File: config.mk
export PLATFORM = sky130hd
export DESIGN_NAME = rv_core
export DESIGN_NICKNAME = d
export VERILOG_FILES = /design/src/rv_pkg.sv /design/src/decode_if.sv /design/src/decoder.sv /design/src/reg_file.sv /design/src/alu_unit.sv /design/src/csr_unit.sv /design/src/commit_merge.sv /design/src/rv_core.sv
export SDC_FILE = /design/constraint.sdc
export NUM_CORES = 2
export LEC_CHECK = 0
export BUFFER_PORTS_ARGS = -buffer_cell sky130_fd_sc_hd__buf_2
export CAP_MARGIN = 20
export CORE_UTILIZATION = 60
export CTS_BUF_LIST = sky130_fd_sc_hd__clkbuf_2
export CTS_CLUSTER_SIZE = 8
export DETAILED_ROUTE_END_ITERATION = 8
export MAX_ROUTING_LAYER = met4
export PLACE_DENSITY = 0.89
export RECOVER_POWER = 25
export SLEW_MARGIN = 5
export SYNTH_ARGS = -nofsm -noshare
export SYNTH_HDL_FRONTEND = slang
export SYNTH_SLANG_ARGS = --single-unit
File: constraint.sdc
create_clock -name clk -period 7.1 [get_ports clk]
set_input_delay 0.355 -clock clk [delete_from_list [all_inputs] [get_ports clk]]
set_output_delay 0.355 -clock clk [all_outputs]
set_load 0.01 [all_outputs]
File: src/rv_pkg.sv
package rv_pkg;

	typedef logic [31:0] xlen_t;
	typedef logic [4:0] reg_addr_t;
	typedef logic [11:0] csr_addr_t;

	// ======================================================================
	// instruction classes and ALU operations
	// ======================================================================
	typedef enum logic [3:0] {
		op_reg,
		op_imm,
		lui,
		auipc,
		jal,
		jalr,
		branch,
		system,
		illegal
	} inst_class_e;

	// prefixed since and, or and xor are reserved words
	typedef enum logic [3:0] {
		alu_add,
		alu_sub,
		alu_sll,
		alu_slt,
		alu_sltu,
		alu_xor,
		alu_srl,
		alu_sra,
		alu_or,
		alu_and
	} alu_op_e;

	// ======================================================================
	// opcodes, fixed instruction words and machine CSRs
	// ======================================================================
	localparam logic [6:0] OPC_REG    = 7'b0110011;
	localparam logic [6:0] OPC_IMM    = 7'b0010011;
	localparam logic [6:0] OPC_LUI    = 7'b0110111;
	localparam logic [6:0] OPC_AUIPC  = 7'b0010111;
	localparam logic [6:0] OPC_JAL    = 7'b1101111;
	localparam logic [6:0] OPC_JALR   = 7'b1100111;
	localparam logic [6:0] OPC_BRANCH = 7'b1100011;
	localparam logic [6:0] OPC_SYSTEM = 7'b1110011;

	localparam xlen_t INST_ECALL  = 32'h0000_0073;
	localparam xlen_t INST_EBREAK = 32'h0010_0073;
	localparam xlen_t INST_MRET   = 32'h3020_0073;

	localparam csr_addr_t CSR_MSTATUS = 12'h300;
	localparam csr_addr_t CSR_MTVEC   = 12'h305;
	localparam csr_addr_t CSR_MEPC    = 12'h341;
	localparam csr_addr_t CSR_MCAUSE  = 12'h342;

	localparam xlen_t RESET_PC      = 32'h8000_0000;
	localparam xlen_t CAUSE_ECALL_M = 32'd11;

endpackage

File: src/decode_if.sv
interface decode_if import rv_pkg::*; ();

	inst_class_e cls;
	alu_op_e     alu_op;
	reg_addr_t   rd;
	reg_addr_t   rs1;
	reg_addr_t   rs2;
	logic [2:0]  funct3;
	xlen_t       imm; // sign extended, csr address sits in imm[11:0]
	logic        rd_we;
	logic        is_csr;
	logic        is_ecall;
	logic        is_mret;
	logic        is_ebreak;

	modport src (
		output cls, alu_op, rd, rs1, rs2, funct3, imm,
		output rd_we, is_csr, is_ecall, is_mret, is_ebreak
	);

	modport sink (
		input cls, alu_op, rd, rs1, rs2, funct3, imm,
		input rd_we, is_csr, is_ecall, is_mret, is_ebreak
	);

endinterface

File: src/decoder.sv
module decoder import rv_pkg::*; (
	input xlen_t inst,
	decode_if.src dec
);

	logic [6:0] opcode;
	logic [6:0] funct7;
	xlen_t imm_i;
	xlen_t imm_b;
	xlen_t imm_u;
	xlen_t imm_j;

	assign opcode = inst[6:0];
	assign funct7 = inst[31:25];

	assign imm_i = {{20{inst[31]}}, inst[31:20]};
	assign imm_b = {{19{inst[31]}}, inst[31], inst[7], inst[30:25], inst[11:8], 1'b0};
	assign imm_u = {inst[31:12], 12'b0};
	assign imm_j = {{11{inst[31]}}, inst[31], inst[19:12], inst[20], inst[30:21], 1'b0};

	assign dec.rd = inst[11:7];
	assign dec.rs1 = inst[19:15];
	assign dec.rs2 = inst[24:20];
	assign dec.funct3 = inst[14:12];

	assign dec.is_ecall = (inst == INST_ECALL);
	assign dec.is_mret = (inst == INST_MRET);
	assign dec.is_ebreak = (inst == INST_EBREAK);
	assign dec.is_csr = (opcode == OPC_SYSTEM) && (inst[13:12] != 2'b00) && !inst[14]; // register forms only

	always_comb begin
		dec.cls = illegal;
		dec.imm = imm_i;
		case (opcode)
			OPC_REG:    dec.cls = op_reg;
			OPC_IMM:    dec.cls = op_imm;
			OPC_LUI:    begin dec.cls = lui;    dec.imm = imm_u; end
			OPC_AUIPC:  begin dec.cls = auipc;  dec.imm = imm_u; end
			OPC_JAL:    begin dec.cls = jal;    dec.imm = imm_j; end
			OPC_JALR:   dec.cls = jalr;
			OPC_BRANCH: begin dec.cls = branch; dec.imm = imm_b; end
			OPC_SYSTEM: dec.cls = system;
			default:    dec.cls = illegal;
		endcase
	end

	// funct7 bit 5 picks sub and sra, immediates never subtract
	always_comb begin
		case (inst[14:12])
			3'b000:  dec.alu_op = (opcode == OPC_REG && funct7[5]) ? alu_sub : alu_add;
			3'b001:  dec.alu_op = alu_sll;
			3'b010:  dec.alu_op = alu_slt;
			3'b011:  dec.alu_op = alu_sltu;
			3'b100:  dec.alu_op = alu_xor;
			3'b101:  dec.alu_op = funct7[5] ? alu_sra : alu_srl;
			3'b110:  dec.alu_op = alu_or;
			default: dec.alu_op = alu_and;
		endcase
	end

	assign dec.rd_we = (dec.cls inside {op_reg, op_imm, lui, auipc, jal, jalr}) || dec.is_csr;

endmodule

File: src/reg_file.sv
module reg_file import rv_pkg::*; (
	input  logic      clk,
	input  logic      arst_n,
	input  reg_addr_t raddr1,
	input  reg_addr_t raddr2,
	output xlen_t     rdata1,
	output xlen_t     rdata2,
	input  logic      we,
	input  reg_addr_t waddr,
	input  xlen_t     wdata,
	output xlen_t     halt_ret
);

	xlen_t regs [1:31]; // x0 has no storage

	always_ff @(posedge clk or negedge arst_n) begin
		if (!arst_n) begin
			for (int i = 1; i < 32; i++) begin
				regs[i] <= '0;
			end
		end else if (we && waddr != 5'd0) begin
			regs[waddr] <= wdata;
		end
	end

	assign rdata1 = (raddr1 == 5'd0) ? '0 : regs[raddr1];
	assign rdata2 = (raddr2 == 5'd0) ? '0 : regs[raddr2];
	assign halt_ret = regs[10]; // a0 carries the program's return value

	a_waddr_known: assert property (
		@(posedge clk) disable iff (!arst_n)
		we |-> !$isunknown(waddr)
	);

endmodule

File: src/alu_unit.sv
module alu_unit import rv_pkg::*; (
	decode_if.sink dec,
	input  xlen_t  pc,
	input  xlen_t  src1,
	input  xlen_t  src2,
	output xlen_t  alu_result,
	output xlen_t  target,
	output logic   redirect
);

	xlen_t op_b;
	xlen_t alu_out;
	logic [4:0] shamt;
	logic taken;

	assign op_b = (dec.cls == op_reg) ? src2 : dec.imm;
	assign shamt = op_b[4:0];

	// ======================================================================
	// arithmetic and logic
	// ======================================================================
	always_comb begin
		case (dec.alu_op)
			alu_add:  alu_out = src1 + op_b;
			alu_sub:  alu_out = src1 - op_b;
			alu_sll:  alu_out = src1 << shamt;
			alu_slt:  alu_out = {31'b0, $signed(src1) < $signed(op_b)};
			alu_sltu: alu_out = {31'b0, src1 < op_b};
			alu_xor:  alu_out = src1 ^ op_b;
			alu_srl:  alu_out = src1 >> shamt;
			alu_sra:  alu_out = xlen_t'($signed(src1) >>> shamt);
			alu_or:   alu_out = src1 | op_b;
			default:  alu_out = src1 & op_b;
		endcase
	end

	always_comb begin
		case (dec.cls)
			op_reg, op_imm: alu_result = alu_out;
			lui:            alu_result = dec.imm;
			auipc:          alu_result = pc + dec.imm;
			jal, jalr:      alu_result = pc + 32'd4; // link value
			default:        alu_result = '0;
		endcase
	end

	// ======================================================================
	// branches and jumps
	// ======================================================================
	always_comb begin
		case (dec.funct3)
			3'b000:  taken = (src1 == src2);
			3'b001:  taken = (src1 != src2);
			3'b100:  taken = ($signed(src1) < $signed(src2));
			3'b101:  taken = ($signed(src1) >= $signed(src2));
			3'b110:  taken = (src1 < src2);
			3'b111:  taken = (src1 >= src2);
			default: taken = 1'b0;
		endcase
	end

	assign target = (dec.cls == jalr) ? ((src1 + dec.imm) & ~32'd1) : (pc + dec.imm);
	assign redirect = (dec.cls == jal) || (dec.cls == jalr) || (dec.cls == branch && taken);

endmodule

File: src/csr_unit.sv
module csr_unit import rv_pkg::*; (
	input  logic   clk,
	input  logic   arst_n,
	input  logic   inst_valid,
	decode_if.sink dec,
	input  xlen_t  pc,
	input  xlen_t  src1,
	output xlen_t  csr_rdata,
	output xlen_t  trap_target,
	output logic   trap_redirect
);

	xlen_t mstatus;
	xlen_t mtvec;
	xlen_t mepc;
	xlen_t mcause;
	xlen_t csr_old;
	xlen_t csr_new;
	csr_addr_t csr_addr;
	logic csr_we;

	assign csr_addr = dec.imm[11:0];

	always_comb begin
		case (csr_addr)
			CSR_MSTATUS: csr_old = mstatus;
			CSR_MTVEC:   csr_old = mtvec;
			CSR_MEPC:    csr_old = mepc;
			CSR_MCAUSE:  csr_old = mcause;
			default:     csr_old = '0;
		endcase
	end

	always_comb begin
		case (dec.funct3[1:0])
			2'b01:   csr_new = src1;            // csrrw
			2'b10:   csr_new = csr_old | src1;  // csrrs
			default: csr_new = csr_old & ~src1; // csrrc
		endcase
	end

	// set and clear with x0 as source only read the csr
	assign csr_we = inst_valid && dec.is_csr && (dec.funct3[1:0] == 2'b01 || dec.rs1 != 5'd0);
	assign csr_rdata = dec.is_csr ? csr_old : '0;

	assign trap_redirect = dec.is_ecall || dec.is_mret;
	assign trap_target = dec.is_ecall ? mtvec : mepc;

	always_ff @(posedge clk or negedge arst_n) begin
		if (!arst_n) begin
			mstatus <= '0;
			mtvec <= '0;
			mepc <= '0;
			mcause <= '0;
		end else if (inst_valid && dec.is_ecall) begin
			mepc <= pc;
			mcause <= CAUSE_ECALL_M;
		end else if (csr_we) begin
			case (csr_addr)
				CSR_MSTATUS: mstatus <= csr_new;
				CSR_MTVEC:   mtvec <= csr_new;
				CSR_MEPC:    mepc <= csr_new;
				CSR_MCAUSE:  mcause <= csr_new;
				default:     ;
			endcase
		end
	end

	a_trap_no_csr_write: assert property (
		@(posedge clk) disable iff (!arst_n)
		!(trap_redirect && csr_we)
	);

endmodule

File: src/commit_merge.sv
module commit_merge import rv_pkg::*; (
	input  logic      clk,
	input  logic      arst_n,
	input  logic      inst_valid,
	decode_if.sink    dec,
	input  xlen_t     alu_result,
	input  xlen_t     target,
	input  logic      redirect,
	input  xlen_t     csr_rdata,
	input  xlen_t     trap_target,
	input  logic      trap_redirect,
	output xlen_t     pc,
	output logic      wb_en,
	output reg_addr_t wb_addr,
	output xlen_t     wb_data,
	output logic      finished
);

	xlen_t next_pc;

	// trap entry and return take priority over jumps and branches
	always_comb begin
		if (trap_redirect) begin
			next_pc = trap_target;
		end else if (redirect) begin
			next_pc = target;
		end else begin
			next_pc = pc + 32'd4;
		end
	end

	always_ff @(posedge clk or negedge arst_n) begin
		if (!arst_n) begin
			pc <= RESET_PC;
		end else if (inst_valid) begin
			pc <= next_pc; // pc holds while the fetch port stalls
		end
	end

	assign wb_en = inst_valid && dec.rd_we;
	assign wb_addr = dec.rd;
	assign wb_data = dec.is_csr ? csr_rdata : alu_result;
	assign finished = inst_valid && dec.is_ebreak;

	a_pc_aligned: assert property (
		@(posedge clk) disable iff (!arst_n)
		pc[1:0] == 2'b00
	);

endmodule

File: src/rv_core.sv
module rv_core import rv_pkg::*; (
	input  logic      clk,
	input  logic      arst_n,
	input  logic      inst_valid,
	input  xlen_t     inst,
	output xlen_t     pc,
	output logic      wb_en,
	output reg_addr_t wb_addr,
	output xlen_t     wb_data,
	output logic      finished,
	output xlen_t     halt_ret
);

	xlen_t src1;
	xlen_t src2;
	xlen_t alu_result;
	xlen_t target;
	logic redirect;
	xlen_t csr_rdata;
	xlen_t trap_target;
	logic trap_redirect;

	decode_if dec_if ();

	decoder decoder_i (
		.inst (inst),
		.dec  (dec_if.src)
	);

	reg_file reg_file_i (
		.clk      (clk),
		.arst_n   (arst_n),
		.raddr1   (dec_if.rs1),
		.raddr2   (dec_if.rs2),
		.rdata1   (src1),
		.rdata2   (src2),
		.we       (wb_en),
		.waddr    (wb_addr),
		.wdata    (wb_data),
		.halt_ret (halt_ret)
	);

	// ======================================================================
	// execution units side by side on the same decoded instruction
	// ======================================================================
	alu_unit alu_unit_i (
		.dec        (dec_if.sink),
		.pc         (pc),
		.src1       (src1),
		.src2       (src2),
		.alu_result (alu_result),
		.target     (target),
		.redirect   (redirect)
	);

	csr_unit csr_unit_i (
		.clk           (clk),
		.arst_n        (arst_n),
		.inst_valid    (inst_valid),
		.dec           (dec_if.sink),
		.pc            (pc),
		.src1          (src1),
		.csr_rdata     (csr_rdata),
		.trap_target   (trap_target),
		.trap_redirect (trap_redirect)
	);

	commit_merge commit_merge_i (
		.clk           (clk),
		.arst_n        (arst_n),
		.inst_valid    (inst_valid),
		.dec           (dec_if.sink),
		.alu_result    (alu_result),
		.target        (target),
		.redirect      (redirect),
		.csr_rdata     (csr_rdata),
		.trap_target   (trap_target),
		.trap_redirect (trap_redirect),
		.pc            (pc),
		.wb_en         (wb_en),
		.wb_addr       (wb_addr),
		.wb_data       (wb_data),
		.finished      (finished)
	);

endmodule

==> results of run 1 <==
through the flow:
step | cell area (µm²) | instances | setup slack, ns | TNS [ns] | hold WS [ns]
after detailed placement | 83500 | 10003 | -0.376 | -4.96 | 0.354
after floorplan | 78000 | 8267 | 0.185 | 0 | 0.0594
after global placement | 83400 | 9999 | -0.961 | -24.05 | 0.351
after CTS | 88200 | 10647 | -0.204 | -0.999 | 0.00199
cell usage after synthesis (46+ instances only):
library cell | count | share of area (%)
inv_1 | 184 | 0.88
mux2_2 | 204 | 2.9
a41oi_1 | 70 | 0.79
buf_2 | 119 | 0.76
nor3_1 | 66 | 0.42
dfrtp_1 | 1151 | 37
a22oi_1 | 216 | 2.1
o21ai_0 | 904 | 5.8
nor2_1 | 407 | 2.0
a22o_1 | 55 | 0.62
mux2i_1 | 375 | 4.8
xnor2_1 | 60 | 0.67
o22ai_1 | 68 | 0.55
clkbuf_1 | 529 | 2.5
and3_1 | 47 | 0.38
a221oi_1 | 49 | 0.55
o211ai_1 | 53 | 0.51
a21o_1 | 101 | 0.97
ha_1 | 195 | 3.1
a31oi_1 | 46 | 0.37
buf_4 | 65 | 0.63
nand3_1 | 305 | 2.0
mux4_2 | 368 | 11
nand2_1 | 1128 | 5.4
o21ai_1 | 119 | 0.76
o31ai_1 | 122 | 1.2
a21oi_1 | 361 | 2.3
per-layer routing:
metal	overflow	GRT usage (%)
met1	1	77.9
met4	6	64.9
met2	7	88.3
met3	1	56.2
met5	-	-
kinds of logic after synthesis:
family	after synthesis
xor gates and xnor gates	95
AOI/OAI and AO/OA	2641
adders and majority gates	199
DFF	1152
and+or+nand+nor	2240
muxes	952
buffers and inverters	988
repair_timing:
action / CTS
setup buffers: 75
cloned: 3
resized for setup: 192
hold buffers: 79
pin swaps: 84
hold endpoints to repair: 1815
endpoints found under the setup margin: 27
==> results_dict.tcl, run 1 <==
set metrics [dict create \
    ys_seq_area_share_pct 36.9 \
    synth_top_family_by_area "compound AO/OA/AOI/OAI gates" \
    gp_congestion 1.18 \
    grt-worst-endpoint "wb_data[24]" \
    antenna_found_initial 56 \
    dp_hpwl_mm 274 \
    die-width_um 363 \
    gr-usage-all-layers_pct 74.3 \
    numCtsBuffers 312 \
    synthSimpleGateAreaFrac_pct 12.6 \
    worstEndpointType "output port" \
    ys_warn_count 0 \
    synth_cells 8267 \
    synthMuxAreaShare_pct 18.5 \
    yosysUniqueCellTypes 120 \
    ioPinCount 138 \
    syn-num-nets 8501 \
    synth_ff_type "dfrtp_1" \
    start_util_pct 60.8 \
    toolErrorMsg "[ERROR GRT-0232] Routing congestion too high. Check the congestion heatmap in the GUI." \
    die_y_um 363 \
    portBuffers 137 \
    synth-compound-area-share_pct 22.0 \
    cts.sinks 1152 \
    synth_area_per_cell_um2 9.44 \
    synth_xor_xnor_area_share_pct 1.07 \
    htree_levels 5 \
    outcome "aborted with a tool error" \
    synthArstFlopShare_pct 100 \
    synth_adder_area_share_pct 3.23 \
    synth_seq_cells 1152 \
    fp-row-count 131 \
    clk_path_buf_depth 4 \
    grt_overflow 15 \
    haltStage "global routing (5_1_grt)" \
    ctsRootBufferMaster "clkbuf_2" \
    synth_area_mm2 0.0780 \
    synth_edf_count 0 \
    grt_max_degree 169 \
]
==> inputs of run 2 (changes only) <==
- CORE_UTILIZATION: 60 -> 40
- CTS_BUF_LIST: sky130_fd_sc_hd__clkbuf_2 -> default
- CTS_CLUSTER_SIZE: 8 -> default
- MAX_ROUTING_LAYER: met4 -> default
- PLACE_DENSITY: 0.89 -> default
- PLACE_DENSITY_LB_ADDON: default -> 0.15
- clock period: 7.1 -> 9.2 ns (I/O delays scaled with it)
==> results_dict.tcl, run 2 <==
set metrics [dict create \
    post-route-cell-area_mm2 0.0866 \
    post-route-util_pct 44.8 \
    grt_overflow 0 \
    htree_levels 4 \
    layout-drive-gt1-share_pct 18.3 \
    powerDensity_mw_per_mm2 163 \
    finalSetupViolCount 0 \
    synth_cells 8267 \
    hold_violations 0 \
    synthTopCellsByCount "1151 x dfrtp_1, 1128 x nand2_1, 904 x o21ai_0, 529 x clkbuf_1, 407 x nor2_1" \
    cap_violations 1 \
    critPathRequiredTime_ns 8.74 \
    clk_path_buf_depth 3 \
    fp-row-count 161 \
    cp-startpoint "inst[20]" \
    largest-register "reg_file_i.regs" \
    synth_top_area_cell "dfrtp_1" \
    yosysUniqueCellTypes 120 \
    numCtsBuffers 139 \
    ctsRootBufferMaster "clkbuf_16" \
    clkTransAtPathRegs_ns 0.06 \
    nets 8352 \
    drc_errors 0 \
    max_stage_delay_ns 0.86 \
    rr_endpoint "reg_file_i.regs[382]" \
    final_cell_mix "1151 x dfrtp_1, 1096 x nand2_1, 902 x o21ai_0" \
    synth_ff_type "dfrtp_1" \
    ioPinCount 138 \
    ir_drop_mv 0.144 \
    crit_path_end_kind "output pin" \
    synth_area_per_cell_um2 9.44 \
    syn_to_final_growth_pct 10.9 \
    dr.pass1.iters 9 \
    violations "max-capacitance violations, max-slew violations" \
    outcome "finished, violations left" \
    synth_seq_cells 1152 \
    leakagePower_nw 36.9 \
    cts-resized-gates 0 \
    route.detailed.wl_per_inst_um 36.3 \
    ant_nets 0 \
    crit_top_cell "o21ai_0" \
    die_y_um 444 \
    arrival_ns 8.61 \
    synth_area_leaders "dfrtp_1 37%, mux4_2 11%, o21ai_0 5.8%, nand2_1 5.4%, mux2i_1 4.8%" \
    final_common_cell "dfrtp_1" \
    drt_wl_total_mm 391 \
    min_period_ns 9.07 \
    tightest_slew_ns 7.79 \
    ff2ff_setup_slack_ns 1.54 \
    cts.sinks 1152 \
    worst-path-buf-inv 4 \
    portBuffers 137 \
    start_kind "input pin" \
    clock_latency_ns 0.85 \
    vias 72613 \
    rsz0062_at_grt "no" \
    synth_area_mm2 0.0780 \
    synth_most_common_cell "dfrtp_1" \
    setup_ws_ns 0.133 \
    dp_hpwl_mm 276 \
    synth_edf_count 0 \
    post-route-period-util_pct 98.6 \
    worstHoldPathType "input pin to flip-flop" \
    placed_area_mm2 0.0818 \
    grt_max_degree 167 \
    fmax_mhz 110 \
    ys_warn_count 0 \
    reg2reg_from "reg_file_i.regs[776]" \
    drtIter0Drc 9568 \
    synthArstFlopShare_pct 100 \
    vias_per_cell 6.75 \
    cp_max_fo 45 \
    grt_pass1_vias 69086 \
    slew_headroom_pct -419 \
    whs_ns 0.339 \
    antenna_found_initial 19 \
    ys_seq_area_share_pct 36.9 \
    die_area_mm2 0.197 \
    r2r_cells 20 \
    synth_top_cell_area_share_pct 36.9 \
    crit_family "compound AO/OA/AOI/OAI gates" \
    grt_pass1_wl_mm 546 \
    final_max_slew_viol_count 104 \
    cts_tree "yes" \
    criticalPathCategory "input pin to output pin" \
    largest_reg_flops 960 \
    core_area_mm2 0.193 \
    die-width_um 444 \
    critPathSlowestCell "nor3_1" \
    endpoint "wb_data[30]" \
    place_ws_ns 0.385 \
    start_util_pct 40.4 \
    crit_cells 21 \
    crit_path_cell_trace "buf_8 -> buf_4 -> mux4_2 -> mux4_2 -> mux2i_1 -> buf_4 -> nor2_1 -> a21o_1 -> ha_1 -> and3_1 -> nand3_1 -> o31ai_1 -> o21ai_0 -> o41ai_1 -> a221oi_1 -> o21ai_0 -> mux2i_1 -> nor3_1 -> nor3b_1 -> o21ai_0 -> buf_2" \
    syn-num-nets 8501 \
    fin_worst_skew_ns 0.0353 \
    fillCellCount 18628 \
    setup_tns_ns 0 \
    gr-usage-all-layers_pct 39.0 \
    gp_congestion 1.03 \
]
==> run 2: what timing repair did <==
item | in CTS | in global routing
hold buffers | 1 | 0
endpoints found under the hold margin | 94 | 0
buffers inserted | 0 | 0
==> run 2: metrics by stage <==
step	std cells	total power, mW
after floorplan	8267	7.07
after global placement	10491	8.36
after detailed placement	10496	8.35
after CTS	10738	14.1
after global routing	10745	14.5
final	10755	14.1
==> run 2: area by class of cell <==
class | count | area, µm² | area share [%]
Clock buffer | 200 | 4040 | 4.67
Sequential cell | 1152 | 28800 | 33.3
Inverter | 196 | 753 | 0.870
Clock inverter | 41 | 639 | 0.738
Antenna cell | 11 | 27.5 | 0.0318
Tap cell | 2526 | 3160 | 3.65
Multi-Input combinational cell | 6127 | 45400 | 52.4
Timing Repair Buffer | 502 | 3720 | 4.30
==> run 2: how the worst min path moves through the flow <==
stage | start | to | depth (start not counted)
3_3_place_gp | arst_n | csr_unit_i.mcause[9] | 1
2_1_floorplan | arst_n | commit_merge_i.pc[0] | 0
5_1_grt | inst_valid | commit_merge_i.pc[20] | 4
3_5_place_dp | arst_n | csr_unit_i.mcause[9] | 1
6_report | inst_valid | commit_merge_i.pc[20] | 4
4_1_cts | arst_n | csr_unit_i.mstatus[9] | 2
==> run 2: tightest hold or removal path, cell delays in order <==
cell	delay (ns)
buf_2	0.10
buf_4	0.32
nor2_1	0.18
nor2_1	0.06
==> run 2: cells by family after synthesis <==
kind of cell | after synthesis | share of synthesized area (%)
AOI/OAI and AO/OA | 2641 | 22.0
and+or+nand+nor | 2240 | 12.6
DFF | 1152 | 36.9
buffers and inverters | 988 | 5.64
muxes | 952 | 18.5
adders and majority gates | 199 | 3.23
xor gates and xnor gates | 95 | 1.07
==> run 2: layer usage <==
| metal | global-route usage, % | routed length, µm | up-vias |
|---|---|---|---|
| met2 | 56.5 | 165000 | 4284 |
| met3 | 10.1 | 39600 | 963 |
| li1 | - | - | 30518 |
| met5 | 0 | 41 | - |
| met4 | 24.5 | 29200 | 6 |
| met1 | 51.8 | 157000 | 36842 |
==> run 2: report_power, final <==
group	total, mW	switching [mW]	internal (mW)
combinational	3.08	2.14	0.941
clock	5.74	2.41	3.33
sequential	5.32	0.178	5.14
total	14.1	4.73	9.41
Power figures use the tool's default switching activity.
